$ cat src/source/mem_bus_defines.svh
/*
 * Bus widths and address map of the CPU memory wrapper
 * Region is picked by the top address nibble; offset must fall below the span
 */
`ifndef MEM_BUS_DEFINES_SVH
`define MEM_BUS_DEFINES_SVH

`define MEM_ADDR_W     32
`define MEM_DATA_W     32
`define MEM_STRB_W     4

`define SRAM_BASE      32'h0000_0000   // 4 KiB of SRAM
`define SRAM_WORDS     1024
`define IRQ_BASE       32'h1000_0000   // Pending at +0, enable at +4
`define IRQ_SPAN       8

`define BUS_ERR_DATA   32'hBAD0_ADD5   // Read data on unmapped access
`define IRQ_EDGE_MASK  32'hFFFF_0000   // Inputs 16..31 latch on rising edge

`endif

$ cat src/source/mem_bus_pkg.sv
/*
 * Packed words of the CPU memory bus
 * Field order of mem_fwd_t must stay wdata, wstrb, valid, addr from the top bit
 */
`include "mem_bus_defines.svh"

package mem_bus_pkg;

    typedef logic [`MEM_ADDR_W-1:0] addr_t;
    typedef logic [`MEM_DATA_W-1:0] data_t;
    typedef logic [`MEM_STRB_W-1:0] strb_t;

    // CPU > decoder, 69 bits
    typedef struct packed {
        data_t wdata;
        strb_t wstrb;   // Zero means read
        logic  valid;
        addr_t addr;
    } mem_fwd_t;

    // CPU < decoder, 33 bits
    typedef struct packed {
        data_t rdata;
        logic  ready;   // One-cycle pulse
    } mem_ret_t;

    typedef enum logic [1:0] {SEL_SRAM, SEL_IRQ, SEL_NONE} slave_sel_t;

endpackage

$ cat src/source/bus_slice.sv
/*
 * One register stage for any packed bus word
 * Resets to all zero, so valid and ready come up inactive
 */
module bus_slice
    import mem_bus_pkg::*;
#(
    parameter type payload_t = mem_fwd_t
) (
    input  logic     clk,
    input  logic     arst_n,
    input  payload_t d,
    output payload_t q
);

    // Whole word goes through, handshake bits included
    always_ff @(posedge clk or negedge arst_n) begin
        if (!arst_n) begin
            q <= '0;
        end else begin
            q <= d;
        end
    end

endmodule

$ cat config.mk
export PLATFORM = sky130hd
export DESIGN_NAME = bus_slice
export DESIGN_NICKNAME = d
export VERILOG_FILES = /design/src/source/mem_bus_pkg.sv /design/src/source/bus_slice.sv
export VERILOG_INCLUDE_DIRS = /design/src /design/src/source
export SDC_FILE = /design/constraint.sdc
export NUM_CORES = 1
export LEC_CHECK = 0
export BUFFER_PORTS_ARGS = -buffer_cell sky130_fd_sc_hd__buf_2
export CORE_ASPECT_RATIO = 0.7
export CORE_MARGIN = 2
export CORE_UTILIZATION = 37
export CTS_CLUSTER_SIZE = 14
export DETAILED_ROUTE_END_ITERATION = 7
export PLACE_DENSITY = 0.77
export SLEW_MARGIN = 20
export SYNTH_ARGS = -nofsm -noshare
export SYNTH_HDL_FRONTEND = slang
export SYNTH_SLANG_ARGS = --single-unit
$ cat constraint.sdc
create_clock -name clk -period 0.8 [get_ports clk]
set_input_delay 0.2 -clock clk [delete_from_list [all_inputs] [get_ports clk]]
set_output_delay 0.2 -clock clk [all_outputs]
set_load 0.01 [all_outputs]
After elaboration in Yosys (flattened, before gate mapping). Index checks and enable logic that the tools add are counted.

Flip-flop bits (word level): 69. Input port bits: 71. Output and inout bits: 69. Logic and storage cells: 4.

Logic depth before layout (Yosys ltp).
Depth after elaboration: 0. Mapped depth: 0. Depth with buffers taken out: 0.

Worst setup path after synthesis. OpenSTA, ideal clock, no wires.

Kind: reg-to-output. Start point: register q[0] (netlist name). End point: output q[0] (netlist name). Arrival time: 0.376 ns. Required time: 0.600 ns. Setup slack: 0.224 ns. Stages on the path, launching flop included: 1. Path buffers: 0. Path through: dfrtp_1.

RTL lines: start: declaration (line bus_slice.sv:13) `output payload_t q`; start signal: assignment (line bus_slice.sv:19) `q <= '0;`; start signal: assignment (line bus_slice.sv:21) `q <= d;`.

No word-level cell between the ends.

Worst setup path in the final report.
Start point: register q[44] (netlist name). End point: output q[44] (netlist name).

No word-level cell between the ends.

==> flow_summary.toml <==
[setup_path]
critical_path_class = "flip-flop to primary output"
critPathLaunch = "q[44]"
worst_setup_path_end_kind = "primary output"
cell_by_cell_trace_of_the_critical_path = "buf_2"
critical_path_required_ps = 600
cp_num_cells = 1
critical_path.top_delay_family = "flip-flops"
worst_setup_path_start_kind = "flip-flop"
cp-endpoint = "q[44]"
critPathBufInv = 1
critical_path_arrival_ps = 890
critPathMaxFanout = 1
cp_slowest_stage_delay_ps = 400
slowest_stage = "sky130_fd_sc_hd__dfrtp_1"

[cells_and_area]
comb.multi_input.count = 0
finalNetCount = 362
largest_reg_flops = 69
syn2layout_area_growth_pct = 105
antennaDiodeCount = 0
fin_cells = 350
multi_input_area_um2 = 0
top_register = "q"
layout-drive-gt1-share = 0.529
utilization = 0.805
reg_top3 = "q (69)"

[placement]
place.detailed.instances = 265
placement.io_buffers = 139
dp_hpwl_um = 3110
place_congestion = 0.717
detailedPlace.worstSlack_ps = 107

[logic_synthesis]
post-synth-top-area-fraction = 1.00
netlist-cell-type-count = 1
yosysSeqAreaShare = 1.00
avgSynthCellArea_um2 = 25.0
syn_inst_count = 69
synth_flop_cell = "sky130_fd_sc_hd__dfrtp_1"
netlist_top_cells_count = "69 x sky130_fd_sc_hd__dfrtp_1"
synth-edff-count = 0
synth_area_leader_cell = "sky130_fd_sc_hd__dfrtp_1"
ys.warnings.count = 0
synth.area.top_cells = "sky130_fd_sc_hd__dfrtp_1 100%"
synth_fp_nets = 140
syn_area_um2 = 1730
post_synthesis_sequential_element_count = 69
synth_most_common_cell = "sky130_fd_sc_hd__dfrtp_1"
postSynth.asyncResetShare = 1.00

[clock_tree]
worst_setup_hold_path_clk_slew_ps = 80
clock_sink_count = 69
cts_made_buffers = 9
cts_tree = "built"
clk_path_buf_depth = 2
h-tree-depth = 3
cts_root_buf = "sky130_fd_sc_hd__clkbuf_8"

[global_route]
grt_start_max_net_pins = 42
vias_in_the_first_global_route = 1714
antenna_found_initial = 0
global_route_wire_length_before_repair_um = 8960
overflow = 0
global_route_usage_over_all_layers = 0.251

[hold_path]
holdCritPathClass = "input port to asynchronous set/reset pin"

[floorplan]
core_area_um2 = 4400
die-area_um2 = 5240
die_w_um = 85.7
die-height_um = 61.2
initial_utilization = 0.392
io_pins = 140
rows = 20

[timing]
post-route-period-util = 1.37
tightestPinTransition_ps = 216
unrepaired_setup_endpoints_after_global_routing = "true"
postLayoutSetupSlackWorst_ps = -294
fin_crit_ps = 1090
tns_ps = -16790
fmaxAchievable_mhz = 914
final-max-slew-violation-count = 0
timing.final.setup_violations = 69
timing_hold_violations_final = 0
maxSlewHeadroom = 0.856

[detailed_routing]
drt_drc_violations_left = 0
drtPass1Iterations = 4
detail_route.iter0.violations = 52
avgRoutedWirePerCell_um = 19.3
ant_nets = 0
vias = 1548
route.final.wire_length_um = 6740
post_drt_via_cell_ratio = 4.42

[pwr]
power_density_nw_per_um2 = 2070
post_route_total_power_uw = 7350
ir_drop_uv = 1680
power_leakage_uw = 0.00180

[status]
failing_checks = "negative setup slack"
run_status = "finished, violations left"

[run]
max_cap_violations = 0
-- worst min path at each step --
stage	from	to	slack, ps
after floorplan	arst_n	q[0]	-100
after global placement	arst_n	q[56]	200
after detailed placement	arst_n	q[56]	200
after CTS	arst_n	q[32]	370
after global routing	arst_n	q[24]	480
final	arst_n	q[29]	470
-- cells in the final DEF, fill, tap and decap left out --
cell type / instances
sky130_fd_sc_hd__buf_2: 119
sky130_fd_sc_hd__dlygate4sd3_1: 70
sky130_fd_sc_hd__dfrtp_1: 69
sky130_fd_sc_hd__buf_6: 20
sky130_fd_sc_hd__clkbuf_8: 9
sky130_fd_sc_hd__clkinv_2: 2
sky130_fd_sc_hd__clkinv_4: 2
sky130_fd_sc_hd__buf_12: 2
sky130_fd_sc_hd__clkinvlp_4: 1
sky130_fd_sc_hd__bufinv_16: 1
-- power by group --
| part | leakage, µW | total (µW) | switching [µW] | internal (µW) |
|---|---|---|---|---|
| clock network | 0.0000950 | 2700 | 1280 | 1420 |
| logic | 0.000900 | 916 | 376 | 540 |
| registers | 0.000804 | 3730 | 70.4 | 3660 |
| total | 0.00180 | 7350 | 1730 | 5620 |
-- metal layers --
layer / vias up / part of all wire / GRT usage / wire (µm)
li1: 655 / - / - / -
met1: 777 / 0.34 / 0.256 / 2260
met2: 101 / 0.56 / 0.452 / 3790
met3: 15 / 0.080 / 0.113 / 536
met4: 0 / 0.023 / 0.125 / 153
met5: - / 0 / 0 / 0
-- through the flow --
step / area (µm²) / hold WS, ps
floorplan: 1730 / -95.6
detailed placement: 2530 / 203
global placement: 2530 / 203
CTS: 3460 / 370
finish: 3550 / 473
global route: 3550 / 478
-- cell type report --
cell class	instances	area (µm²)
sequential	69	1730
timing repair buffer	211	1560
fill	231	858
clock buffer	9	124
tap	55	68.8
clock inverter	6	65.1
-- cell families (layout without fill, tap and decap cells) --
kind of cell	count (synthesis)	in the layout	share of synthesized area
flops	69	69	1.00
buf+inv	0	226	0
-- tightest hold or removal path, stage by stage --
cell	delay, ps
sky130_fd_sc_hd__dlygate4sd3_1	580
sky130_fd_sc_hd__buf_2	190
sky130_fd_sc_hd__buf_12	200
-- repair_timing --
| item | 4_1_cts | 5_1_grt |
|---|---|---|
| hold buffers | 70 | 0 |
| gates resized for setup | 8 | 15 |
| endpoints found under the hold margin | 138 | 0 |
| setup endpoints to repair | 69 | 69 |
| buffers inserted | 0 | 0 |
No activity file was read; power rests on OpenSTA's default activity.
