$ cat config.mk
export PLATFORM = sky130hd
export DESIGN_NAME = mem_bus_decoder
export DESIGN_NICKNAME = d
export VERILOG_FILES = /design/src/source/mem_bus_pkg.sv /design/src/source/mem_bus_decoder.sv
export VERILOG_INCLUDE_DIRS = /design/src /design/src/source
export SDC_FILE = /design/constraint.sdc
export NUM_CORES = 1
export LEC_CHECK = 0
export ABC_AREA = 1
export BUFFER_PORTS_ARGS = -buffer_cell sky130_fd_sc_hd__clkbuf_2
export CORE_MARGIN = 3
export CORE_UTILIZATION = 48
export CTS_BUF_LIST = sky130_fd_sc_hd__clkbuf_4
export DETAILED_ROUTE_END_ITERATION = 8
export PLACE_DENSITY_LB_ADDON = 0.25
export SLEW_MARGIN = 40
export SYNTH_ARGS = -nofsm -noshare
export SYNTH_HDL_FRONTEND = slang
export SYNTH_SLANG_ARGS = --single-unit
$ cat constraint.sdc
create_clock -name clk -period 4.1 [get_ports clk]
set_input_delay 0.41 -clock clk [delete_from_list [all_inputs] [get_ports clk]]
set_output_delay 0.41 -clock clk [all_outputs]
set_load 0.05 [all_outputs]
$ cat src/source/mem_bus_defines.svh
/*
 * Bus widths and address map of the CPU memory wrapper
 * Region is picked by the top address nibble; offset must fall below the span
 */
`ifndef MEM_BUS_DEFINES_SVH
`define MEM_BUS_DEFINES_SVH

`define MEM_ADDR_W     32
`define MEM_DATA_W     32
`define MEM_STRB_W     4

`define SRAM_BASE      32'h0000_0000   // 4 KiB of SRAM
`define SRAM_WORDS     1024
`define IRQ_BASE       32'h1000_0000   // Pending at +0, enable at +4
`define IRQ_SPAN       8

`define BUS_ERR_DATA   32'hBAD0_ADD5   // Read data on unmapped access
`define IRQ_EDGE_MASK  32'hFFFF_0000   // Inputs 16..31 latch on rising edge

`endif

$ cat src/source/mem_bus_pkg.sv
/*
 * Packed words of the CPU memory bus
 * Field order of mem_fwd_t must stay wdata, wstrb, valid, addr from the top bit
 */
`include "mem_bus_defines.svh"

package mem_bus_pkg;

    typedef logic [`MEM_ADDR_W-1:0] addr_t;
    typedef logic [`MEM_DATA_W-1:0] data_t;
    typedef logic [`MEM_STRB_W-1:0] strb_t;

    // CPU > decoder, 69 bits
    typedef struct packed {
        data_t wdata;
        strb_t wstrb;   // Zero means read
        logic  valid;
        addr_t addr;
    } mem_fwd_t;

    // CPU < decoder, 33 bits
    typedef struct packed {
        data_t rdata;
        logic  ready;   // One-cycle pulse
    } mem_ret_t;

    typedef enum logic [1:0] {SEL_SRAM, SEL_IRQ, SEL_NONE} slave_sel_t;

endpackage

$ cat src/source/mem_bus_decoder.sv
/*
 * Address decoder, one request in flight at a time
 * ret_ready is the result stage ready ahead of the return slice, so blank covers the stale valid
 */
`include "mem_bus_defines.svh"

module mem_bus_decoder
    import mem_bus_pkg::*;
(
    input  logic       clk,
    input  logic       arst_n,
    input  mem_fwd_t   fwd,
    input  logic       ret_ready,
    output slave_sel_t sel,
    output logic       sram_req,
    output logic       irq_req,
    output logic       none_req,
    output addr_t      addr,
    output data_t      wdata,
    output strb_t      wstrb
);

    localparam int OFS_W = `MEM_ADDR_W - 4;
    localparam addr_t SRAM_BASE_A = `SRAM_BASE;
    localparam addr_t IRQ_BASE_A  = `IRQ_BASE;
    localparam logic [OFS_W-1:0] SRAM_SPAN = OFS_W'(`SRAM_WORDS * 4);
    localparam logic [OFS_W-1:0] IRQ_SPAN  = OFS_W'(`IRQ_SPAN);

    typedef enum logic [1:0] {ST_IDLE, ST_WAIT, ST_BLANK} state_t;

    state_t     state;
    slave_sel_t region;
    logic       accept;

    // --------------------------------------------------
    //  Region decode
    // --------------------------------------------------
    always_comb begin
        region = SEL_NONE;
        if (fwd.addr[`MEM_ADDR_W-1 -: 4] == SRAM_BASE_A[`MEM_ADDR_W-1 -: 4] &&
            fwd.addr[OFS_W-1:0] < SRAM_SPAN) begin
            region = SEL_SRAM;
        end else if (fwd.addr[`MEM_ADDR_W-1 -: 4] == IRQ_BASE_A[`MEM_ADDR_W-1 -: 4] &&
                     fwd.addr[OFS_W-1:0] < IRQ_SPAN) begin
            region = SEL_IRQ;
        end
    end

    assign accept = (state == ST_IDLE) && fwd.valid;

    // --------------------------------------------------
    //  FSM and strobes
    // --------------------------------------------------
    always_ff @(posedge clk or negedge arst_n) begin
        if (!arst_n) begin
            state    <= ST_IDLE;
            sel      <= SEL_NONE;
            sram_req <= 1'b0;
            irq_req  <= 1'b0;
            none_req <= 1'b0;
        end else begin
            sram_req <= 1'b0;   // Strobes last one cycle
            irq_req  <= 1'b0;
            none_req <= 1'b0;
            case (state)
                ST_IDLE: begin
                    if (accept) begin
                        sel      <= region;   // Held until next accept
                        sram_req <= (region == SEL_SRAM);
                        irq_req  <= (region == SEL_IRQ);
                        none_req <= (region == SEL_NONE);
                        state    <= ST_WAIT;
                    end
                end
                ST_WAIT:  if (ret_ready) state <= ST_BLANK;
                ST_BLANK: state <= ST_IDLE;   // Slice still shows the old valid here
                default:  state <= ST_IDLE;
            endcase
        end
    end

    // Request fields, captured at accept
    always_ff @(posedge clk) begin
        if (accept) begin
            addr  <= fwd.addr;
            wdata <= fwd.wdata;
            wstrb <= fwd.wstrb;
        end
    end

    // Exactly one target per accept, never a strobe without one
    a_one_req: assert property (@(posedge clk) disable iff (!arst_n)
        $onehot0({sram_req, irq_req, none_req}) &&
        ((sram_req || irq_req || none_req) -> $past(accept)))
        else $error("decoder strobe outside accept or not one-hot");

endmodule

# Yosys cells after proc, flatten, opt, wreduce, memory -nomap -nowiden

Cells that the tools add are included.

Magnitude comparators: 2
Equality and inequality tests: 6
Muxes and demuxes: 11
Reduce and logical (&&, ||, !) cells: 8

Operator list:

| cell                                                  | number |
|---|---|
| < comparator 28 x 13 -> 1 bit (second input constant) | 1 |
| < comparator 28 x 4 -> 1 bit (second input constant)  | 1 |
| two-way mux 2 bit                                     | 4 |
| two-way mux 1 bit                                     | 6 |
| equality test 2 x 1 -> 1 bit (second input constant)  | 2 |
| equality test 4 x 1 -> 1 bit (second input constant)  | 1 |
| logical NOT 2 bit                                     | 2 |
| logical NOT 4 bit                                     | 1 |
| != test 2 bit (second input constant)                 | 2 |
| case mux 2 bit (2 select lines)                       | 1 |
| AND reduction 2 bit                                   | 2 |
| logical AND 1 bit                                     | 3 |
| equality test 2 bit (second input constant)           | 1 |

Flip-flop bits (word level): 75
Output and inout bits: 73
Logic and storage cells: 35

# Logic depth before layout (Yosys ltp)

Depth after elaboration: 7
Depth in mapped cells: 8
Gate-level depth less buffers: 8

# Worst setup path after synthesis

No wires, ideal clock.

Path type: input-to-reg
From: input fwd[32] in the netlist's numbering
To: register sel[0]
Data arrival time: 1.474 ns
Required time: 3.981 ns
Path slack: 2.508 ns
Stages on the path: 5
Buffers on the path: 0
Cell sequence: nand2_1 -> nor2_8 -> inv_1 -> nand2_1 -> nand2_1

Longest elaborated chain between the ends: 2

RTL lines:

| what                                 | RTL line              | RTL |
|---|---|---|
| from (decl)                          | mem_bus_decoder.sv:12 | `input mem_fwd_t fwd,` |
| logical AND 1 bit                    | mem_bus_decoder.sv:49 | `assign accept = (state == ST_IDLE) && fwd.valid;` |
| net accept                           | mem_bus_decoder.sv:33 | `logic accept;` |
| AND reduction 2 bit (no source line) | -                     |  |
| to (signal assigned)                 | mem_bus_decoder.sv:68 | `sel <= region;` |
| to (decl)                            | mem_bus_decoder.sv:14 | `output slave_sel_t sel,` |

The timed path passes the listed nets, and every way through them passes these cells.
A chain may end at the register's enable or synchronous reset.

# Worst setup path in the final report

From: register state[1]
To: register wstrb[1], enable pin

Longest elaborated chain between the ends: 2

RTL lines:

| what                   | RTL line              | RTL |
|---|---|---|
| from (decl)            | mem_bus_decoder.sv:31 | `state_t state;` |
| from (signal assigned) | mem_bus_decoder.sv:56 | `state <= ST_IDLE;` |
| from (signal assigned) | mem_bus_decoder.sv:72 | `state <= ST_WAIT;` |
| from (signal assigned) | mem_bus_decoder.sv:75 | `ST_WAIT: if (ret_ready) state <= ST_BLANK;` |
| logical NOT 2 bit      | mem_bus_decoder.sv:49 |  |
| logical AND 1 bit      | mem_bus_decoder.sv:49 |  |
| net accept             | mem_bus_decoder.sv:33 |  |
| to (signal assigned)   | mem_bus_decoder.sv:87 | `wstrb <= fwd.wstrb;` |
| to (decl)              | mem_bus_decoder.sv:20 | `output strb_t wstrb` |

The timed path passes the listed nets, and every way through them passes these cells.

==> flow_summary_export.csv <==
group,metric,value,unit
status,outcome,"finished, final reports clean",
clock_network,clk_pin_slew_worst_paths,0.12,ns
global_route,grt_pass1_wl,7990,um
global_route,antenna_found_initial,0,
place,place_congestion,0.7332,
min_path,min_path_type,"input port to flip-flop",
place,pre_cts_slack,2.363,ns
clock_network,tritoncts,"yes",
clock_network,htreeDepth,3,
drt,wirelength,5067,um
clock_network,clk_latency,0.39,ns
synth,synth.avg_cell_area,19.47,um^2
worst_setup_path,setup.worst_path.end_class,"flip-flop",
drt,first_pass_iters,4,
finish,antenna-diode-count,0,
global_route,grt_use_total,17.98,%
timing,setup_viol_count_final,0,
clock_network,clockRootBuffer,"clkbuf_4",
die,fp.dieH,77.50,um
die,design.core.area,4817,um^2
timing,fin_skew,0.007799,ns
worst_setup_path,required,4.19,ns
clock_network,numCtsBuffers,9,
worst_setup_path,worstPathMaxFanout,38,
clock_network,holdBufCountCts,1,
timing,tightest_slew,0.5809,ns
finish,fillCellCount,354,
timing,finalSetupTns,0,ns
synth,ys_warn_count,0,
timing,slew_headroom,61.27,%
drt,vias,1599,
drt,ant_nets,0,
die,rows,25,
place,dp.final_hpwl,3908,um
synth,synth.cell_area,2454,um^2
global_route,first_global_vias,1686,
die,ios,145,
synth,syn_inst,126,
synth,yosys.area.top_type,"edfxtp_1",
global_route,gr-total-overflow,0,
power,vdd_drop_max,0.3185,mV
power,p_leak,1.543,nW
clock_network,post_cts_resized,0,
clock_network,cts_setup_buffers,0,
job,maxCapViolCount,0,
finish,nets,355,
drt,drt-vias-per-instance,4.504,
synth,synth-seq-cells,75,
timing,rsz0062_at_grt,"false",
finish,drive_gt1_share,57.29,%
synth,yosysUniqueCellTypes,15,
worst_setup_path,criticalPathCategory,"flip-flop to flip-flop",
clock_network,cts_buffer_depth,2,
timing,fmax,0.6143,GHz
power,p_per_area,577.8,nW/um^2
finish,area_delta_synth_final,40.34,%
drt,wl_per_cell,14.27,um
drt,drc,0,
finish,layout_commonest_cell,"clkbuf_2",
clock_network,cts.sinks,75,
synth,synth_fp_nets,198,
synth,synth_area_leaders,"edfxtp_1, dfrtp_1, nor2_1, nand2_1, dfstp_2",
die,initial_core_util,50.94,%
timing,post-route-period-util,39.71,%
timing,fin_ws,2.472,ns
global_route,grt_max_degree,39,
synth,synth_top_area_share,83.22,%
die,dieArea,6005,um^2
synth,synth-seq-area-share,90.41,%
drt,drt_iter0_drc,109,
place,io_buffer_count,144,
timing,hold_viol,0,
timing,post-route-min-period,1.628,ns
die,die_w,77.50,um
worst_setup_path,cp-start-kind,"flip-flop",
timing,slew_violations,0,
worst_setup_path,cp.arrival,1.71,ns
finish,final_cell_mix,"clkbuf_2, edfxtp_1, nor2_1, nand2_1, clkbuf_4",
layer usage:
layer / global-route usage (%) / up-vias / wire (um)
li1: - / 767 / -
met1: 19.03 / 733 / 1808
met2: 31.69 / 93 / 2613
met3: 6.845 / 6 / 578
met4: 8.007 / 0 / 66
met5: 0 / - / 0
flip-flops by register name (all words and copies together) (netlist names):
name / flops
sel: 2
addr: 32
sram_req: 1
wstrb: 4
wdata: 32
state: 2
none_req: 1
irq_req: 1
metrics by stage:
stage               instances  power, mW  area [um^2]  utilization (%)  hold WS, ns
floorplan                 126      1.383         2454                -       0.1144
global placement          337      1.511         3258            67.64       0.2486
detailed placement        338      1.529         3278            68.05       0.2590
CTS                       355      2.003         3443            71.48       0.1629
global route              355      2.068         3443            71.48       0.1486
finish                    355      1.990         3443            71.48       0.1817
cells in the mapped netlist:
| library cell | n |
|---|---|
| nand2_1 | 13 |
| nor2_1 | 22 |
| nor2_4 | 1 |
| inv_2 | 1 |
| or2_1 | 2 |
| nand2_2 | 1 |
| inv_1 | 6 |
| o21ai_0 | 1 |
| nor2_8 | 1 |
| dfrtp_1 | 6 |
| dfstp_2 | 1 |
| nand3_2 | 1 |
| o21bai_1 | 1 |
| edfxtp_1 | 68 |
| nand3_1 | 1 |
critical path: stages (launching register included):
cell     delay, ns
dfrtp_1       0.39
inv_2         0.05
nand2_1       0.11
nor2_8        0.47
buf_12        0.29
cell type report:
cell class | count | area (um^2) | area share (%)
Inverter | 7 | 26.28 | 0.7631
Clock buffer | 10 | 75.07 | 2.180
Clock inverter | 6 | 80.08 | 2.326
Sequential cell | 75 | 2218 | 64.43
Multi-Input combinational cell | 44 | 209.0 | 6.068
Tap cell | 67 | 83.83 | 2.435
Timing Repair Buffer | 146 | 750.7 | 21.80
path summary, 6_finish.rpt:
| check | from | endpoint | slack (ns) | cells after the start |
|---|---|---|---|---|
| max in group asynchronous | arst_n | sel[1] | 3.49 | 2 |
| hold reg to reg | state[1] | state[1] | 0.52 | 3 |
| setup / recovery | state[1] | wstrb[1] | 2.47 | 4 |
| hold / removal | fwd[59] | wdata[22] | 0.18 | 1 |
| setup reg to reg | state[1] | wstrb[1] | 2.47 | 4 |
| min in group asynchronous | arst_n | sram_req | 0.38 | 2 |
cells by family (layout without fill, tap and decap cells):
logic type	Yosys count	count (layout)	share of synthesized area [%]
AOI/OAI and AO/OA	2	2	0.5099
buffers and inverters	7	169	1.071
DFF	75	75	90.41
and+or+nand+nor	42	42	8.006
report_power, final:
group | leakage, nW | switching [mW] | internal, mW | total, mW
clock network | 0.0815 | 0.234 | 0.250 | 0.484
logic | 0.732 | 0.417 | 0.0988 | 0.516
registers | 0.730 | 0.0297 | 0.960 | 0.990
(Power assumes the default switching activity.)
