[src/source/mem_bus_defines.svh]
/*
 * Bus widths and address map of the CPU memory wrapper
 * Region is picked by the top address nibble; offset must fall below the span
 */
`ifndef MEM_BUS_DEFINES_SVH
`define MEM_BUS_DEFINES_SVH

`define MEM_ADDR_W     32
`define MEM_DATA_W     32
`define MEM_STRB_W     4

`define SRAM_BASE      32'h0000_0000   // 4 KiB of SRAM
`define SRAM_WORDS     1024
`define IRQ_BASE       32'h1000_0000   // Pending at +0, enable at +4
`define IRQ_SPAN       8

`define BUS_ERR_DATA   32'hBAD0_ADD5   // Read data on unmapped access
`define IRQ_EDGE_MASK  32'hFFFF_0000   // Inputs 16..31 latch on rising edge

`endif

[src/source/mem_bus_pkg.sv]
/*
 * Packed words of the CPU memory bus
 * Field order of mem_fwd_t must stay wdata, wstrb, valid, addr from the top bit
 */
`include "mem_bus_defines.svh"

package mem_bus_pkg;

    typedef logic [`MEM_ADDR_W-1:0] addr_t;
    typedef logic [`MEM_DATA_W-1:0] data_t;
    typedef logic [`MEM_STRB_W-1:0] strb_t;

    // CPU > decoder, 69 bits
    typedef struct packed {
        data_t wdata;
        strb_t wstrb;   // Zero means read
        logic  valid;
        addr_t addr;
    } mem_fwd_t;

    // CPU < decoder, 33 bits
    typedef struct packed {
        data_t rdata;
        logic  ready;   // One-cycle pulse
    } mem_ret_t;

    typedef enum logic [1:0] {SEL_SRAM, SEL_IRQ, SEL_NONE} slave_sel_t;

endpackage

[src/source/irq_ctrl_slave.sv]
/*
 * Interrupt controller, pending at offset 0 and enable at offset 4
 * Edge bits need a low sample before a rise counts; other bits read as level
 */
`include "mem_bus_defines.svh"

module irq_ctrl_slave
    import mem_bus_pkg::*;
(
    input  logic  clk,
    input  logic  arst_n,
    input  data_t irq_flags,
    input  logic  req,
    input  addr_t addr,
    input  data_t wdata,
    input  strb_t wstrb,
    output data_t rdata,
    output logic  ack,
    output logic  irq
);

    localparam data_t EDGE_MASK = `IRQ_EDGE_MASK;

    data_t flags_prev;
    data_t pending;
    data_t enable;
    data_t byte_mask;   // wstrb widened to bits
    data_t rising;
    data_t clr;
    data_t status;
    logic  wr_pend;
    logic  wr_en;

    // --------------------------------------------------
    //  Decode and edge detect
    // --------------------------------------------------
    always_comb begin
        for (int b = 0; b < `MEM_STRB_W; b++) begin
            byte_mask[8*b +: 8] = {8{wstrb[b]}};
        end
    end

    assign wr_pend = req && !addr[2] && (|wstrb);
    assign wr_en   = req &&  addr[2] && (|wstrb);
    assign rising  = irq_flags & ~flags_prev & EDGE_MASK;
    assign clr     = wr_pend ? (wdata & byte_mask) : '0;   // Write one to clear
    assign status  = (pending & EDGE_MASK) | (irq_flags & ~EDGE_MASK);

    always_ff @(posedge clk or negedge arst_n) begin
        if (!arst_n) begin
            flags_prev <= '0;
            pending    <= '0;
            enable     <= '0;
            ack        <= 1'b0;
        end else begin
            flags_prev <= irq_flags;
            pending    <= (pending & ~clr) | rising;   // New edge beats a clear
            if (wr_en) enable <= (enable & ~byte_mask) | (wdata & byte_mask);
            ack        <= req;
        end
    end

    // Read data sampled before this cycle's update
    always_ff @(posedge clk) begin
        if (req) rdata <= addr[2] ? enable : status;
    end

    assign irq = |(pending & enable);

endmodule

[config.mk]
export PLATFORM = sky130hd
export DESIGN_NAME = irq_ctrl_slave
export DESIGN_NICKNAME = d
export VERILOG_FILES = /design/src/source/mem_bus_pkg.sv /design/src/source/irq_ctrl_slave.sv
export VERILOG_INCLUDE_DIRS = /design/src /design/src/source
export SDC_FILE = /design/constraint.sdc
export NUM_CORES = 1
export LEC_CHECK = 0
export ABC_AREA = 1
export ABC_CLOCK_PERIOD_IN_PS = 1300
export BUFFER_PORTS_ARGS = -buffer_cell sky130_fd_sc_hd__buf_2
export CELL_PAD_IN_SITES_DETAIL_PLACEMENT = 2
export CELL_PAD_IN_SITES_GLOBAL_PLACEMENT = 2
export CORE_MARGIN = 4
export CORE_UTILIZATION = 28
export CTS_CLUSTER_DIAMETER = 100
export DETAILED_ROUTE_END_ITERATION = 10
export PLACE_DENSITY = 0.75
export SLEW_MARGIN = 40
export SYNTH_ARGS = -nofsm -noshare
export SYNTH_HDL_FRONTEND = slang
export SYNTH_SLANG_ARGS = --single-unit
[constraint.sdc]
create_clock -name clk -period 1.3 [get_ports clk]
set_input_delay 0.065 -clock clk [delete_from_list [all_inputs] [get_ports clk]]
set_output_delay 0.065 -clock clk [all_outputs]
set_load 0.03 [all_outputs]
**Yosys cells after proc, flatten, opt, wreduce, memory -nomap -nowiden**

Cells that the tools add are included.

- Bits in registers: 129
- Bits of input ports: 103

- Multiplexer cells: 2
- Bitwise operators: 11
- Reduce and logical (&&, ||, !) cells: 7

Operators by type and width:

| operator | count |
|---|---|
| $and A32 B32 Y32 | 5 |
| $not A32 Y32 | 3 |
| $mux W32 | 2 |
| $or A32 B32 Y32 | 2 |
| $or A32 B16 Y32 | 1 |
| $reduce_or A32 Y1 | 1 |
| $logic_and A1 B1 Y1 | 4 |
| $reduce_or A4 Y1 | 1 |
| $logic_not A1 Y1 | 1 |

**Longest topological paths before layout**

Gate-level depths: netlist (run 1).

- Depth in word-level cells: 7
- Gate-level depth with buffers: 7
- Gate-level depth less buffers: 6

**Worst setup path after synthesis (run 1)**

Ideal clock, no wire load.

- Path type: input to register
- Start point: in addr[2]
- End point: reg rdata[0] (data pin)
- Data arrival time: 694 ps
- Data required time: 1040 ps
- Slack: 346 ps
- Stages on the path: 3
- Path buffers: 2
- Path through: buf_4 buf_4 mux2_2

- Word-level cells in the longest chain between the ends: 1

RTL lines:

| element | line | RTL |
|---|---|---|
| start, declared | irq_ctrl_slave.sv:14 | `input addr_t addr,` |
| $mux W32 | irq_ctrl_slave.sv:65 | `if (req) rdata <= addr[2] ? enable : status;` |
| end signal, assigned | irq_ctrl_slave.sv:65 |  |
| end, declared | irq_ctrl_slave.sv:17 | `output data_t rdata,` |

No other way between the ends.
A chain may end at the register's enable or synchronous reset.

==> results.cfg, run 1 <==
[run_status]
status = complete, but fails checks
violations = setup timing

[timing]
fin_crit_sh_pct = 119
finalHoldViolations = 0
tightest_slew_ns = 0.476
relSlewSlack_pct = 68.3
fin_crit_ns = 1.55
fin_worst_skew_ns = 0.00659
maxSlewViolCount = 0
setup_tns_ns = -0.245
finalWorstSetupSlack_ns = -0.245
rsz0062_at_grt = true
setup_violations = 1
fmaxAchievable_mhz = 647

[yosys]
syn_avg_cell_area_um2 = 10.6
synthTopCellsByArea = dfrtp_1 43%, edfxtp_1 20%, nand2_1 13%
syn_nets = 549
synth_seq_cells = 113
ys_warn_count = 0
synth_area_um2 = 4720
synth_top_area_share_pct = 42.9
yosysTopAreaCell = dfrtp_1
ys_types = 18
netlist_instances = 446
synth-seq-area-share_pct = 63.3

[global_route]
use_met3_pct = 3.36
met2_usage_pct = 31.9
groute.usage.overall_pct = 17.1
grt_max_degree = 82
grt_antenna_before_repair = 0
grt.busiest_layer = met2
grt_pass1_wl_um = 24100
first_global_vias = 4482
grt_overflow = 0
met1_usage_pct = 19.2

[drt]
vias = 3956
dr.pass1.iters = 4
drc_errors = 0
routed_wl_um = 15600
avgRoutedWirePerCell_um = 17.7
ant_nets = 0
drt_iter0_markers = 105
viasPerCell = 4.48

[finish]
area_growth_pct = 47.1
drive_above_1_share_pct = 33.3
antennaDiodeCount = 0
final_nets = 754

[die]
chipWidth_um = 138
io_pins = 137
start_util_pct = 28.6
placementRows = 47
die_h_um = 138
die-area_um2 = 19000
core_um2 = 16500

[setup_path]
cp.arrival_ns = 1.48
crit_type = flop to output pin
cp_max_fo = 3
crit_required_ns = 1.24
worst_setup_path_start_kind = flop
end_kind = output pin

[cts]
cts.sinks = 113
htree_levels = 4
numCtsBuffers = 17
cts.path.max_buffers = 2
clkLatencyLatePin_ns = 0.41
cts_tree = built
clk_pin_slew_ns = 0.06
root_buffer = clkbuf_16

[power]
power_w = 0.0103
power.leakage_nw = 3.32
p_per_area_nw_per_um2 = 1480
vdd_drop_max_uv = 880

[placement]
place_worst_setup_slack_ns = -0.00716
numPortBuffers = 105
globalplace.congestion = 0.797
hpwl_um = 9900

[min_path]
holdCritPathClass = input pin to flop

[flow_run]
cap_violations = 0
## cell usage after synthesis
master,n
inv_4,1
clkbuf_1,1
nand2_4,1
buf_6,3
nor2_4,3
edfxtp_1,32
buf_4,11
buf_2,4
nand3_1,33
dfrtp_1,81
mux2_2,32
nand4_1,16
a31oi_1,16
nand3_2,3
inv_2,1
inv_1,32
nand2_1,166
nor2_1,10
## report_power, final
part / leakage, nW / total, W / switching (W) / internal, W
sequential: 1.28 / 0.00430 / 0.000230 / 0.00407
combinational: 1.77 / 0.00164 / 0.000917 / 0.000726
clock: 0.271 / 0.00431 / 0.00159 / 0.00272
## layout by cell type (no fill, tap or decap), types with 4 or more instances in the layout
master / count
buf_2: 103
a31oi_1: 16
clkbuf_1: 4
clkbuf_16: 18
dfrtp_1: 81
nand3_1: 33
clkinv_2: 4
dlygate4sd3_1: 67
nand2_2: 7
inv_1: 32
clkbuf_8: 4
mux2_2: 32
nor2_4: 5
buf_4: 31
nand4_1: 16
nor2_2: 6
edfxtp_1: 32
nand2_1: 159
## final timing paths
check / cells past startpoint / from / slack (ns) / endpoint
setup / recovery: 7 / flop / -0.25 / irq
hold / removal: 2 / req / 0.14 / ack$_DFF_PN0_
setup reg to reg: 2 / flop / 0.25 / rdata[8]$_DFFE_PP_
hold reg to reg: 3 / flags_prev[21]$_DFF_PN0_ / 0.48 / pending[21]$_DFF_PN0_
max in group asynchronous: 3 / arst_n / 0.69 / async pin
min in group asynchronous: 3 / arst_n / 0.23 / pending[19]$_DFF_PN0_
## final cells by class
class	instances	area (um^2)
Clock buffer	26	520
Clock inverter	5	27.5
Fill cell	1771	9580
Inverter	34	130
Multi-Input combinational cell	280	1510
Sequential cell	113	2990
Tap cell	220	275
Timing Repair Buffer	205	1490
## kinds of logic (layout without fill, tap and decap cells)
family,Yosys count,count (layout),share of synthesized area [%]
mux,32,32,7.64
flops,113,113,63.3
simple gates,232,232,21.2
buf+inv,53,270,5.73
compound gates,16,16,2.12
## worst max-delay path, cell delays in order, from the launching register on
cell     delay [ns]
dfrtp_1        0.39
nand2_1        0.09
nand2_2        0.07
nor2_4         0.12
nand2_1        0.08
nor2_2         0.09
nand2_1        0.07
buf_6          0.14
## layer usage
layer / up-vias / share of wire [%]
li1: 1881 / -
met1: 1983 / 41
met2: 72 / 54
met3: 20 / 3.0
met4: 0 / 1.8
met5: - / 0
## timing repair
item / CTS / global route
endpoints found under the hold margin: 178 / 0
pin swaps: 2 / 12
setup buffers: 2 / 15
setup endpoints to repair: 1 / 1
resized for setup: 4 / 15
hold buffers: 67 / 0
## stage by stage
| stage | cells | hold slack [ns] | util [%] | area, um^2 |
|---|---|---|---|---|
| after floorplan | 446 | -0.231 | - | 4720 |
| after global placement | 768 | 0.132 | 33.5 | 5540 |
| after detailed placement | 768 | 0.145 | 33.5 | 5540 |
| after CTS | 868 | 0.125 | 41.1 | 6790 |
| after global routing | 883 | 0.133 | 42.0 | 6940 |
| final | 883 | 0.138 | 42.0 | 6940 |
No activity file was read; power rests on OpenSTA's default activity.
==> inputs of run 2 (changes only) <==
--- a/config.mk
+++ b/config.mk
@@ -15,7 +15,7 @@
 export CORE_UTILIZATION = 28
 export CTS_CLUSTER_DIAMETER = 100
 export DETAILED_ROUTE_END_ITERATION = 10
-export PLACE_DENSITY = 0.75
+export PLACE_DENSITY = 0.76
 export SLEW_MARGIN = 40
 export SYNTH_ARGS = -nofsm -noshare
 export SYNTH_HDL_FRONTEND = slang
==> results.cfg, run 2 (synthesis results as in run 1) <==
[setup_path]
crit_chain = nand2_1 > nand2_1 > nor2_2 > nand2_1 > nor2_1 > nand2_1 > buf_6
cp_slowest_cell = dfrtp_1
cp_max_fo = 3
r2r_cells = 2
crit_path_frequent_cell = nand2_1
worst_setup_path_start_kind = flop
rrSetupSlack_ns = 0.24
crit_type = flop to output pin
path_buf_inv = 1
rr_endpoint = rdata[20]$_DFFE_PP_
end_kind = output pin
cp.arrival_ns = 1.50
critPathTopFamily = simple AND/OR/NAND/NOR gates
crit_required_ns = 1.24
critical_path.max_stage_delay_ns = 0.40

[drt]
drt_iter0_markers = 113
ant_nets = 0
viasPerCell = 4.51
drc_errors = 0
vias = 3955
dr.pass1.iters = 4
routed_wl_um = 15900
avgRoutedWirePerCell_um = 18.1

[finish]
mostFrequentLayoutCell = nand2_1
antennaDiodeCount = 0
drive_above_1_share_pct = 32.3
stdcell_count = 876
final_nets = 746
final_cell_mix = 162 x nand2_1, 103 x buf_2, 81 x dfrtp_1, 65 x dlygate4sd3_1, 33 x nand3_1
finalCoreUtilization_pct = 41.6
area_growth_pct = 45.8

[timing]
hold_ws_ns = 0.123
fmaxAchievable_mhz = 640
finalHoldViolations = 0
fin_crit_ns = 1.56
fin_worst_skew_ns = 0.00985
relSlewSlack_pct = 69.1
setup_violations = 1
finalWorstSetupSlack_ns = -0.263
maxSlewViolCount = 0
fin_crit_sh_pct = 120
tightest_slew_ns = 0.464
rsz0062_at_grt = true

[min_path]
holdCritPathClass = input pin to flop
min_path_cells = 2
hold_path.startpoint = req
holdPathEnd = rdata[23]$_DFFE_PP_

[cts]
htree_levels = 4
clkLatencyLatePin_ns = 0.42
clk_pin_slew_ns = 0.06
cts.sinks = 113
cts.path.max_buffers = 2
root_buffer = clkbuf_16
cts_tree = built
numCtsBuffers = 17

[flow_run]
cap_violations = 0

[run_status]
violations = setup timing
status = complete, but fails checks

[power]
p_per_area_nw_per_um2 = 1540
power_w = 0.0106
power.leakage_nw = 3.29
vdd_drop_max_uv = 900

[die]
placementRows = 47
chipWidth_um = 138
core_um2 = 16500
io_pins = 137
die-area_um2 = 19000
die_h_um = 138
start_util_pct = 28.6

[placement]
globalplace.congestion = 0.761
dp.cells = 768
numPortBuffers = 105
hpwl_um = 9980

[global_route]
grt_max_degree = 82
groute.usage.overall_pct = 17.6
first_global_vias = 4479
met2_usage_pct = 31.2
use_met3_pct = 3.80
grt_pass1_wl_um = 24600
grt_antenna_before_repair = 0
met1_usage_pct = 20.8
grt.busiest_layer = met2
grt_overflow = 0
run 2: changes by cell type in the layout (fill, tap and decap cells not counted), sizes merged:
cell,previous run,this run
buf,138,132
clkbuf,26,20
bufinv,0,3
clkinv,4,6
clkinvlp,1,3
dlygate4sd3,67,65
run 2: worst max path at each step:
| stage | cells after the start | slack [ns] | to | start |
|---|---|---|---|---|
| 6_report | 7 | -0.26 | irq | flop |
| 5_1_grt | 7 | -0.35 | irq | flop |
| 4_1_cts | 7 | -0.28 | irq | flop |
| 3_5_place_dp | 7 | 0.05 | irq | flop |
| 3_3_place_gp | 7 | 0.10 | irq | flop |
| 2_1_floorplan | 3 | 0.35 | rdata[0]$_DFFE_PP_ | addr[2] |
run 2: repair_timing:
item                                    in CTS  in global routing
endpoints found under the hold margin      177                  0
buffers inserted                             7                  4
pin swaps                                    5                  2
gates resized for setup                      9                  5
hold buffers                                65                  0
endpoints found under the setup margin       1                  1
run 2: metal layers:
layer / wire, um / vias up
met1: 6630 / 1976
met3: 622 / 19
met5: 0 / -
met4: 213 / 0
li1: - / 1870
met2: 8420 / 90
run 2: metrics by stage:
stage	worst slack [ns]	setup TNS, ns	area [um^2]
floorplan	0.346	0	4720
global placement	0.102	0	5530
detailed placement	0.0475	0	5530
CTS	-0.285	-0.285	6840
global route	-0.354	-0.354	6880
finish	-0.263	-0.263	6880
run 2: where the power goes:
part,leakage (nW),internal (W),switching (W)
sequential,1.28,0.00407,0.000219
clock,0.279,0.00298,0.00168
combinational,1.72,0.000692,0.000921
total,3.29,0.00775,0.00282
run 2: area by class of cell:
type                    instances  area [um^2]
fillers                      1786         9640
flip-flops and latches        113         2990
multi-input cells             280         1500
repair buffers                197         1410
clock buffers                  20          437
well taps                     220          275
clock inverters                12          143
inverters                      34          130
run 2: worst reg2reg max path, stage by stage (launching register included):
cell	delay, ns
dfrtp_1	0.40
buf_4	0.15
mux2_2	0.26
