==> config.mk <==
export PLATFORM = sky130hd
export DESIGN_NAME = mem_bus_return
export DESIGN_NICKNAME = d
export VERILOG_FILES = /design/src/source/mem_bus_pkg.sv /design/src/source/mem_bus_return.sv
export VERILOG_INCLUDE_DIRS = /design/src /design/src/source
export SDC_FILE = /design/constraint.sdc
export NUM_CORES = 1
export LEC_CHECK = 0
export ABC_CLOCK_PERIOD_IN_PS = 900
export BUFFER_PORTS_ARGS = -buffer_cell sky130_fd_sc_hd__buf_2
export CORE_MARGIN = 2
export CORE_UTILIZATION = 28
export CTS_BUF_LIST = sky130_fd_sc_hd__clkbuf_8
export DETAILED_ROUTE_END_ITERATION = 16
export PLACE_DENSITY = 0.83
export SYNTH_ARGS = -nofsm -noshare
export SYNTH_HDL_FRONTEND = slang
export SYNTH_SLANG_ARGS = --single-unit
==> constraint.sdc <==
create_clock -name clk -period 0.9 [get_ports clk]
set_input_delay 0.045 -clock clk [delete_from_list [all_inputs] [get_ports clk]]
set_output_delay 0.045 -clock clk [all_outputs]
set_load 0.02 [all_outputs]
==> src/source/mem_bus_defines.svh <==
/*
 * Bus widths and address map of the CPU memory wrapper
 * Region is picked by the top address nibble; offset must fall below the span
 */
`ifndef MEM_BUS_DEFINES_SVH
`define MEM_BUS_DEFINES_SVH

`define MEM_ADDR_W     32
`define MEM_DATA_W     32
`define MEM_STRB_W     4

`define SRAM_BASE      32'h0000_0000   // 4 KiB of SRAM
`define SRAM_WORDS     1024
`define IRQ_BASE       32'h1000_0000   // Pending at +0, enable at +4
`define IRQ_SPAN       8

`define BUS_ERR_DATA   32'hBAD0_ADD5   // Read data on unmapped access
`define IRQ_EDGE_MASK  32'hFFFF_0000   // Inputs 16..31 latch on rising edge

`endif

==> src/source/mem_bus_pkg.sv <==
/*
 * Packed words of the CPU memory bus
 * Field order of mem_fwd_t must stay wdata, wstrb, valid, addr from the top bit
 */
`include "mem_bus_defines.svh"

package mem_bus_pkg;

    typedef logic [`MEM_ADDR_W-1:0] addr_t;
    typedef logic [`MEM_DATA_W-1:0] data_t;
    typedef logic [`MEM_STRB_W-1:0] strb_t;

    // CPU > decoder, 69 bits
    typedef struct packed {
        data_t wdata;
        strb_t wstrb;   // Zero means read
        logic  valid;
        addr_t addr;
    } mem_fwd_t;

    // CPU < decoder, 33 bits
    typedef struct packed {
        data_t rdata;
        logic  ready;   // One-cycle pulse
    } mem_ret_t;

    typedef enum logic [1:0] {SEL_SRAM, SEL_IRQ, SEL_NONE} slave_sel_t;

endpackage

==> src/source/mem_bus_return.sv <==
/*
 * Result stage, merges slave returns into one word
 * bus_err is sticky until reset
 */
`include "mem_bus_defines.svh"

module mem_bus_return
    import mem_bus_pkg::*;
(
    input  logic       clk,
    input  logic       arst_n,
    input  slave_sel_t sel,          // Latched by the decoder at accept
    input  logic       none_req,
    input  data_t      sram_rdata,
    input  logic       sram_ack,
    input  data_t      irq_rdata,
    input  logic       irq_ack,
    output mem_ret_t   ret,
    output logic       bus_err
);

    logic none_d;   // Unmapped answer, lines up with a slave ack

    always_ff @(posedge clk or negedge arst_n) begin
        if (!arst_n) begin
            none_d  <= 1'b0;
            bus_err <= 1'b0;
        end else begin
            none_d <= none_req;
            if (none_req) bus_err <= 1'b1;
        end
    end

    // --------------------------------------------------
    //  Return mux
    // --------------------------------------------------
    always_comb begin
        case (sel)
            SEL_SRAM: ret = '{rdata: sram_rdata, ready: sram_ack};
            SEL_IRQ:  ret = '{rdata: irq_rdata, ready: irq_ack};
            default:  ret = '{rdata: `BUS_ERR_DATA, ready: none_d};
        endcase
    end

    // A stray ack would be swallowed by the mux
    a_ack_sel: assert property (@(posedge clk) disable iff (!arst_n)
        (sram_ack -> sel == SEL_SRAM) && (irq_ack -> sel == SEL_IRQ))
        else $error("ack from a slave that was not selected");

endmodule

# --- Word level (Yosys, flattened, before mapping) ---
# Index checks and enable logic that the tools add are counted.
word_totals:
  ff_bits: 2
  out_inout_bits: 34
  wordCells: 5
classes:
  eq_ne: 1
  n_mux: 1
  n_reduce_logical: 1
op_table:
  columns: ["cell", "n"]
  rows:
  - ["$pmux W33 S2", 1]
  - ["$eq A2 B1 Y1 const B", 1]
  - ["$logic_not A2 Y1", 1]

# --- Logic depth before layout (Yosys ltp) ---
# Gate-level depths: netlist of the first run.
depth:
  ltp_word: 2
  mapped_depth: 4

# --- Worst setup path after synthesis of the first run ---
# No wires, ideal clock.
synth_path:
  path_type: "input port to output port"
  from: "in sel[1]"
  to: "out ret[0] (netlist bit)"
  arrival_ns: 0.840
  required_time_ns: 0.855
  slack_ns: 0.015
  path_stages: 3
  path_cell_list: "buf_2 > buf_2 > o21ai_0"
synth_rtl:
  columns: ["item", "line", "source"]
  rows:
  - ["start: declaration", "mem_bus_return.sv:12", "input slave_sel_t sel,"]
  - ["end: declaration", "mem_bus_return.sv:18", "output mem_ret_t ret,"]

# --- Worst setup path in the final report of the first run ---
layout_path:
  from: "in none_req"
  to: "reg bus_err"
layout_rtl:
  columns: ["item", "line", "source"]
  rows:
  - ["start: declaration", "mem_bus_return.sv:13", "input logic none_req,"]
  - ["end signal: assignment", "mem_bus_return.sv:27", "bus_err <= 1'b0;"]
  - ["end signal: assignment", "mem_bus_return.sv:30", "if (none_req) bus_err <= 1'b1;"]
  - ["end: declaration", "mem_bus_return.sv:19", "output logic bus_err"]
# No word-level cell between the ends.

==> results of run 1 <==
-- cell usage after synthesis (all sizes together) --
cell type / n
o21ai: 1
mux2i: 15
and2b: 3
nand2: 1
a211o: 18
buf: 7
dfrtp: 2
or2: 1
nor2: 14
nor2b: 15
clkbuf: 2
-- cell families after synthesis --
kind of cell / count (synthesis)
muxes: 15
buffers and inverters: 9
DFF: 2
AOI/OAI and AO/OA: 19
and+or+nand+nor: 34
-- power by group --
group | leakage (nW) | switching, mW | total (mW) | internal [mW]
registers | 0.0204 | 0.000510 | 0.0935 | 0.0930
clock network | 0.0216 | 0.0657 | 0.348 | 0.282
logic | 0.698 | 0.319 | 0.626 | 0.308
-- flip-flops by register name, summed over array words and instances (netlist names) --
signal,cells
bus_err,1
none_d,1
-- cells in the final DEF, fill, tap and decap left out --
master,count
nor2b_1,15
dlygate4sd3_1,2
a211o_1,18
or2_2,1
o21ai_1,1
nor2_1,14
nand2_1,1
buf_6,1
buf_2,102
and2b_1,3
buf_4,2
clkbuf_8,3
mux2i_1,15
dfrtp_1,2
buf_12,3
-- layout make-up --
class | instances | area [sq um] | share of cell area (%)
clock buffer | 3 | 41.3 | 3.34
timing repair buffer | 110 | 617 | 49.9
sequential | 2 | 50.0 | 4.05
multi-input combinational | 68 | 492 | 39.8
tap | 28 | 35.0 | 2.84
-- worst max-delay path by stage --
stage | depth (start not counted) | startpoint | end | slack [ns]
2_1_floorplan | 3 | sel[1] | ret[0] | 0.01
3_3_place_gp | 5 | sel[0] | ret[11] | -0.07
3_5_place_dp | 5 | sel[0] | ret[16] | -0.07
4_1_cts | 3 | none_d | ret[0] | 0.008
5_1_grt | 3 | none_d | ret[0] | -0.02
6_report | 3 | none_req | bus_err | 0.006
-- routing by layer --
metal	global-route usage, %	share of wire [%]	routed length [um]
met1	14.9	33	825
met2	34.8	55	1360
met3	6.73	12	296
met4	5.41	0	0
met5	0	0	0
-- timing repair --
action                                 4_1_cts  5_1_grt
hold buffers                                 2        0
pin swaps                                    0        0
cloned                                       0        0
endpoints found under the hold margin        3        0
setup endpoints to repair                   32       13
gates resized for setup                      2        2
-- metrics by stage --
step / utilization, % / hold slack (ns) / setup WS [ns]
2_1_floorplan: - / -0.251 / 0.0145
3_3_place_gp: 54.2 / -0.170 / -0.0671
3_5_place_dp: 54.2 / -0.169 / -0.0704
4_1_cts: 57.3 / 0.142 / 0.00807
5_1_grt: 57.5 / 0.177 / -0.0198
6_report: 57.5 / 0.161 / 0.00613
==> impl_metrics.ini, run 1 <==
[status]
outcome = completed

[timing]
clock_period_minus_worst_slack_ns = 0.894
skew_ns = 0
grt_setup_unrepaired = yes
setup_viol = 0
timing.max_slew.rel_slack_pct = 78.4
sum_neg_setup_slack_ns = 0
fmax_ghz = 1.12
tightestPinTransition_ns = 0.323
hold_violations = 0
finalMaxSlewViolations = 0
period_share_pct = 99.3

[critical_path]
timing.critical_path.to_type = flop
arrival_worst_endpoint_ns = 0.98
critPathKind = in -> reg
cp_slowest_cell = dlygate4sd3_1
cpPeakStageDelay_ns = 0.54
critical_path.cell_chain = dlygate4sd3_1 -> buf_2 -> or2_2
critical_path_s_top_delay_family = buffers and inverters
startpoint_type = primary input
timing.critical_path.required_ns = 0.99
cp_max_fo = 2
regToRegStartpoint = bus_err
cp_num_buf_inv = 2
reg2reg_to = bus_err
reg2reg_setup_slack_ns = 0.13
rr_worst_depth = 1

[synthesis]
most_area_consuming_cells_after_synthesis = a211o_1 25%, mux2i_1 24%, nor2b_1 15%
synth_cells = 79
post_synth_and_or_nand_nor_area_fraction_pct = 28.8
post-synth-top-area-fraction_pct = 25.4
synth_top_family_by_area = simple AND/OR/NAND/NOR gates
part_of_the_yosys_area_used_for_sequential_elements_pct = 8.05
ys.warnings.count = 0
synthMuxAreaShare_pct = 24.1
synth.cell_area_sq_um = 622
yosys_register_bits = 2
postSynthAreaPerCell_sq_um = 7.87
post-synth-top-area-cell = a211o_1
synth_xor_area_share_pct = 0
synth-compound-area-share_pct = 26.2
syn-num-nets = 150
synth.lib_cells_used.distinct = 14
synth-adder-area-share_pct = 0

[placed_design]
place.detailed.instances = 206
place.detailed.hpwl_um = 1990
instance_area_after_placement_sq_um = 1160
finalWeightedCongestion = 0.782
quantity_of_i_o_buffers_inserted_on_ports = 104

[drt]
wl_um = 2480
count_of_antenna_violating_nets_left_after_detailed_routing = 0
via_count = 984
viasPerCell = 4.66
detailedRoute.firstPassIterationCount = 4
wl_per_cell_um = 11.7
detailed_router_s_first_iteration_violation_count = 5
post-route-drc-count = 0

[die]
design.portCount = 105
core-area_sq_um = 2150
die_w_um = 51.1
initial_utilization_pct = 28.9
die-area_sq_um = 2610
die_h_um = 51.1
fp-row-count = 17

[clock_network]
htreeDepth = 1
cts_root_buf = clkbuf_8
clock_sink_count = 2
clock_latency_ns = 0.21
clock_path_buffers = 2
clk_transition_reported_paths_ns = 0.03
cts_setup_buffers = 0
cts_buf_count = 3
tritoncts = built

[power_and_ir_drop]
irDropWorstVdd_mv = 0.952
power.leakage_nw = 0.740
cellPowerDensity_nw_per_um2 = 865
finalPower_mw = 1.07

[grt]
grt_overflow_total = 0
globalRouteTotalUtil_pct = 17.1
grt_pass1_wl_um = 3440
grt_pass1_vias = 810
grt_antenna_before_repair = 0
grt_max_degree = 35

[finish]
final.fill_count = 232
finalNonFillerCells = 211
num-nets-final = 256
n_antenna_cell = 0
synthToLayoutAreaGrowth_pct = 98.6
summed_area_of_non_filler_cells_in_the_final_layout_sq_um = 1230
ratio_of_cells_with_drive_above_1_in_the_final_layout_pct = 61.2

[flow_run]
maxCapViolations = 0

[hold_path]
min_path_type = in -> async
Power figures use the tool's default switching activity.
==> run 2, diff against run 1 <==
Settings changed: ABC_CLOCK_PERIOD_IN_PS 900 to 1000, CAP_MARGIN set to 20.
Clock period 0.9 ns to 1 ns, I/O delays scaled along.
==> run 2 against run 1 <==
Final cell count grew 0.95%. Clock skew is the same. Flip-flop and latch count is the same. Sequential power shrank 9.8%. Worst setup slack gained 0.073 ns. Via count grew 0.71%. Global-route usage grew 1.1 points. Critical path depth grew 2. Count of clock-buffer cells in the layout is the same. Register-to-register slack gained 0.07 ns. Wire length shrank 1.4%. Power shrank 10%.
==> impl_metrics.ini, run 2 (synthesis results as in run 1) <==
[timing]
setup_viol = 0
sum_neg_setup_slack_ns = 0
tightestPinTransition_ns = 0.166
fmax_ghz = 1.09
timing.max_slew.rel_slack_pct = 88.6
clock_period_minus_worst_slack_ns = 0.920
final.hold.worst_slack_ns = 0.153
hold_violations = 0
finalMaxSlewViolations = 0
grt_setup_unrepaired = no
skew_ns = 0
period_share_pct = 92.0

[finish]
n_antenna_cell = 0
final_core_util_pct = 57.9
largest_registers = bus_err (1), none_d (1)
num-nets-final = 258
ratio_of_cells_with_drive_above_1_in_the_final_layout_pct = 61.6
synthToLayoutAreaGrowth_pct = 100
finalNonFillerCells = 213
mostFrequentLayoutCell = buf_2
layout_common_cells = 103 x buf_2, 18 x a211o_1, 15 x nor2b_1, 15 x mux2i_1, 14 x nor2_1
final.fill_count = 210

[critical_path]
cp_slowest_cell = a211o_1
startpoint_type = primary input
setup.worst_path.start = sel[0]
cp_max_fo = 10
rr_worst_depth = 1
timing.critical_path.to_type = output pin
regToRegStartpoint = bus_err
crit_top_cell = buf_4
cpPeakStageDelay_ns = 0.26
reg2reg_to = bus_err
worstSetupEndpoint = ret[12]
critPathKind = in -> out
reg2reg_setup_slack_ns = 0.20
timing.critical_path.required_ns = 0.95
arrival_worst_endpoint_ns = 0.87
critical_path.cell_chain = buf_4 -> buf_4 -> nor2b_1 -> a211o_1 -> buf_2

[grt]
grt_pass1_vias = 871
grtUsageMet2_pct = 36.8
grt_antenna_before_repair = 0
grt_pass1_wl_um = 3650
met1_usage_pct = 16.8
globalRouteTotalUtil_pct = 18.2
met3_track_demand_over_resource_pct = 5.85
grt_max_degree = 23
grt_overflow_total = 0
busiest_layer = met2

[clock_network]
tritoncts = built
htreeDepth = 1
clock_sink_count = 2
cts_setup_buffers = 0
clock_latency_ns = 0.21
clock_path_buffers = 2
clk_transition_reported_paths_ns = 0.03
cts_buf_count = 3
cts_root_buf = clkbuf_8

[die]
core-area_sq_um = 2150
design.portCount = 105
die-area_sq_um = 2610
initial_utilization_pct = 28.9
die_w_um = 51.1
fp-row-count = 17
die_h_um = 51.1

[status]
outcome = completed

[power_and_ir_drop]
clockPowerShare_pct = 32.2
power.switching_mw = 0.342
power_frac_comb_pct = 59.0
p_int_mw = 0.617
swShare_pct = 35.7
seqPwrFrac_pct = 8.8
irDropWorstVdd_mv = 0.905
power.leakage_nw = 0.748
cellPowerDensity_nw_per_um2 = 771

[hold_path]
min_path_type = in -> async

[drt]
viasPerCell = 4.65
count_of_antenna_violating_nets_left_after_detailed_routing = 0
detailed_router_s_first_iteration_violation_count = 6
wl_per_cell_um = 11.5
post-route-drc-count = 0
via_count = 991
detailedRoute.firstPassIterationCount = 6
wl_um = 2440

[placed_design]
place.detailed.hpwl_um = 2030
place.detailed.instances = 208
quantity_of_i_o_buffers_inserted_on_ports = 104
finalWeightedCongestion = 0.774

[flow_run]
maxCapViolations = 0
run 2: changes by cell type in the layout (fill, tap and decap cells not counted):
| cell | delta |
|---|---|
| buf_2 | +1 |
| buf_4 | +2 |
| buf_6 | -1 |
| o21ai_0 | +1 |
| o21ai_1 | -1 |
run 2: how the worst min path moves through the flow:
stage           start      end  slack, ns  depth (start not counted)
5_1_grt        arst_n  bus_err       0.17                          2
4_1_cts        arst_n  bus_err       0.15                          2
3_5_place_dp   arst_n  bus_err      -0.16                          1
3_3_place_gp   arst_n   none_d      -0.17                          1
2_1_floorplan  arst_n  bus_err      -0.25                          0
6_report       arst_n   none_d       0.15                          2
run 2: layer usage:
metal  vias up  routed length [um]
li1        494                   -
met1       437                 840
met2        58                1330
met3         2                 258
met4         0                  12
met5         -                   0
run 2: per-stage QoR:
step	instance area [sq um]	setup slack (ns)	power, mW
3_3_place_gp	1180	0.0164	0.638
4_1_cts	1240	0.0710	0.974
6_report	1240	0.0796	0.959
3_5_place_dp	1180	-0.00453	0.645
5_1_grt	1240	0.0238	1.03
2_1_floorplan	622	0.105	0.404
run 2: layout make-up:
class | instances | area (sq um) | share of cell area [%]
Timing Repair Buffer | 112 | 626 | 50.3
Tap cell | 28 | 35.0 | 2.82
Multi-Input combinational cell | 68 | 492 | 39.5
Clock buffer | 3 | 41.3 | 3.32
Sequential cell | 2 | 50.0 | 4.02
run 2: power by group through the flow:
stage	clock network [mW]	registers, mW	logic [mW]
2_1_floorplan	0	0.0849	0.319
3_3_place_gp	0	0.0851	0.553
3_5_place_dp	0	0.0850	0.560
4_1_cts	0.319	0.0842	0.570
5_1_grt	0.331	0.0846	0.613
6_report	0.309	0.0843	0.566
run 2: critical path: cells and delay by family:
kind                   cells  cell delay, ns
buffers and inverters      3            0.50
AOI/OAI and AO/OA          1            0.26
and+or+nand+nor            1            0.06
run 2: repair_timing:
item                                    CTS  global route
endpoints found under the setup margin    1             0
hold buffers                              2             0
resized for setup                         1             0
endpoints found under the hold margin     3             0
==> run 3, diff against run 2 <==
==> constraint.sdc (replaced) <==
create_clock -name clk -period 1 [get_ports clk]
set_input_delay 0 -clock clk [delete_from_list [all_inputs] [get_ports clk]]
set_output_delay 0 -clock clk [all_outputs]
set_load 0.02 [all_outputs]
==> run 3 against run 2 <==
Worst hold slack lost 0.045 ns. Global-route usage is the same. Die area stayed put. Power fell by 1.3%. Non-clock buffer count did not move. Worst setup slack improved by 0.046 ns. Final cell count is the same. Combinational power shrank 2%. Critical endpoint is now ret[27].
==> impl_metrics.ini, run 3 (synthesis results as in run 1) <==
[placed_design]
instance_area_after_placement_sq_um = 1150
finalWeightedCongestion = 0.757
place.detailed.hpwl_um = 2140
place.detailed.instances = 208
quantity_of_i_o_buffers_inserted_on_ports = 104

[timing]
grt_setup_unrepaired = no
setup_viol = 0
fmax_ghz = 1.14
sum_neg_setup_slack_ns = 0
period_share_pct = 87.5
timing.max_slew.rel_slack_pct = 78.9
clock_period_minus_worst_slack_ns = 0.875
hold_violations = 0
skew_ns = 0
finalMaxSlewViolations = 0
tightestPinTransition_ns = 0.317

[clock_network]
clock_path_buffers = 2
clock_latency_ns = 0.20
cts_resized = 0
cts_root_buf = clkbuf_8
cts_buf_count = 3
clock_sink_count = 2
tritoncts = built
htreeDepth = 1
clk_transition_reported_paths_ns = 0.03

[die]
core-area_sq_um = 2150
die_h_um = 51.1
initial_utilization_pct = 28.9
design.portCount = 105
die_w_um = 51.1
fp-row-count = 17
die-area_sq_um = 2610

[finish]
finalNonFillerCells = 213
n_antenna_cell = 0
summed_area_of_non_filler_cells_in_the_final_layout_sq_um = 1220
num-nets-final = 258
synthToLayoutAreaGrowth_pct = 95.6
largest_registers = bus_err (1), none_d (1)
ratio_of_cells_with_drive_above_1_in_the_final_layout_pct = 61.6
mostFrequentLayoutCell = buf_2
layout_common_cells = 104 x buf_2, 18 x a211o_1, 15 x nor2b_1, 15 x mux2i_1, 14 x nor2_1

[grt]
grt_pass1_vias = 849
grt_pass1_wl_um = 3660
globalRouteTotalUtil_pct = 18.2
grt_max_degree = 20
grt_antenna_before_repair = 0
grt_overflow_total = 0

[flow_run]
maxCapViolations = 0

[critical_path]
startpoint_type = primary input
timing.critical_path.required_ns = 1.00
regToRegStartpoint = bus_err
cp_max_fo = 11
reg2reg_to = bus_err
reg2reg_setup_slack_ns = 0.21
timing.critical_path.to_type = output pin
critPathKind = in -> out
rr_worst_depth = 1
arrival_worst_endpoint_ns = 0.87

[drt]
wl_um = 2540
viasPerCell = 4.63
post-route-drc-count = 0
detailedRoute.firstPassIterationCount = 6
detailed_router_s_first_iteration_violation_count = 6
wl_per_cell_um = 11.9
count_of_antenna_violating_nets_left_after_detailed_routing = 0
via_count = 987

[status]
outcome = completed

[hold_path]
min_path_type = in -> async

[power_and_ir_drop]
power.leakage_nw = 0.738
cellPowerDensity_nw_per_um2 = 778
irDropWorstVdd_mv = 0.850
-- run 3: final cells by class --
cell class	instances	area, sq um
Clock buffer	3	41.3
Sequential cell	2	50.0
Multi-Input combinational cell	68	492
Tap cell	28	35.0
Timing Repair Buffer	112	598
Fill cell	221	932
-- run 3: how the worst max path moves through the flow --
stage / slack [ns] / endpoint / cells past startpoint / startpoint
final: 0.13 / ret[27] / 5 / sel[0]
after global routing: 0.06 / ret[15] / 5 / sel[0]
after CTS: 0.12 / ret[26] / 5 / sel[0]
after detailed placement: 0.13 / ret[26] / 5 / sel[0]
after global placement: 0.14 / ret[26] / 5 / sel[0]
after floorplan: 0.14 / bus_err / 1 / bus_err
-- run 3: repair_timing --
item                      CTS  global route
hold buffers                2             0
hold endpoints to repair    4             0
buffers inserted            0             0
-- run 3: critical path: stages --
cell,delay [ns]
buf_2,0.18
buf_4,0.25
mux2i_1,0.21
nor2_1,0.07
buf_2,0.17
-- run 3: per-layer routing --
metal,global-route usage [%],wire (um)
met2,37.9,1370
met1,17.0,902
met3,4.68,249
met4,4.95,12
met5,0,0
-- run 3: power breakdown --
part           internal (mW)  leakage, nW  switching, mW
sequential            0.0837       0.0204       0.000454
clock                  0.254       0.0216         0.0545
combinational          0.267        0.696          0.287
total                  0.605        0.738          0.342
-- run 3: through the flow --
step | setup slack, ns | power [mW] | util, % | hold slack [ns]
final | 0.125 | 0.946 | 56.6 | 0.109
after global routing | 0.0604 | 1.00 | 56.6 | 0.119
after CTS | 0.125 | 0.958 | 56.6 | 0.102
after detailed placement | 0.126 | 0.635 | 53.8 | -0.214
after global placement | 0.142 | 0.627 | 53.8 | -0.215
after floorplan | 0.142 | 0.404 | - | -0.296
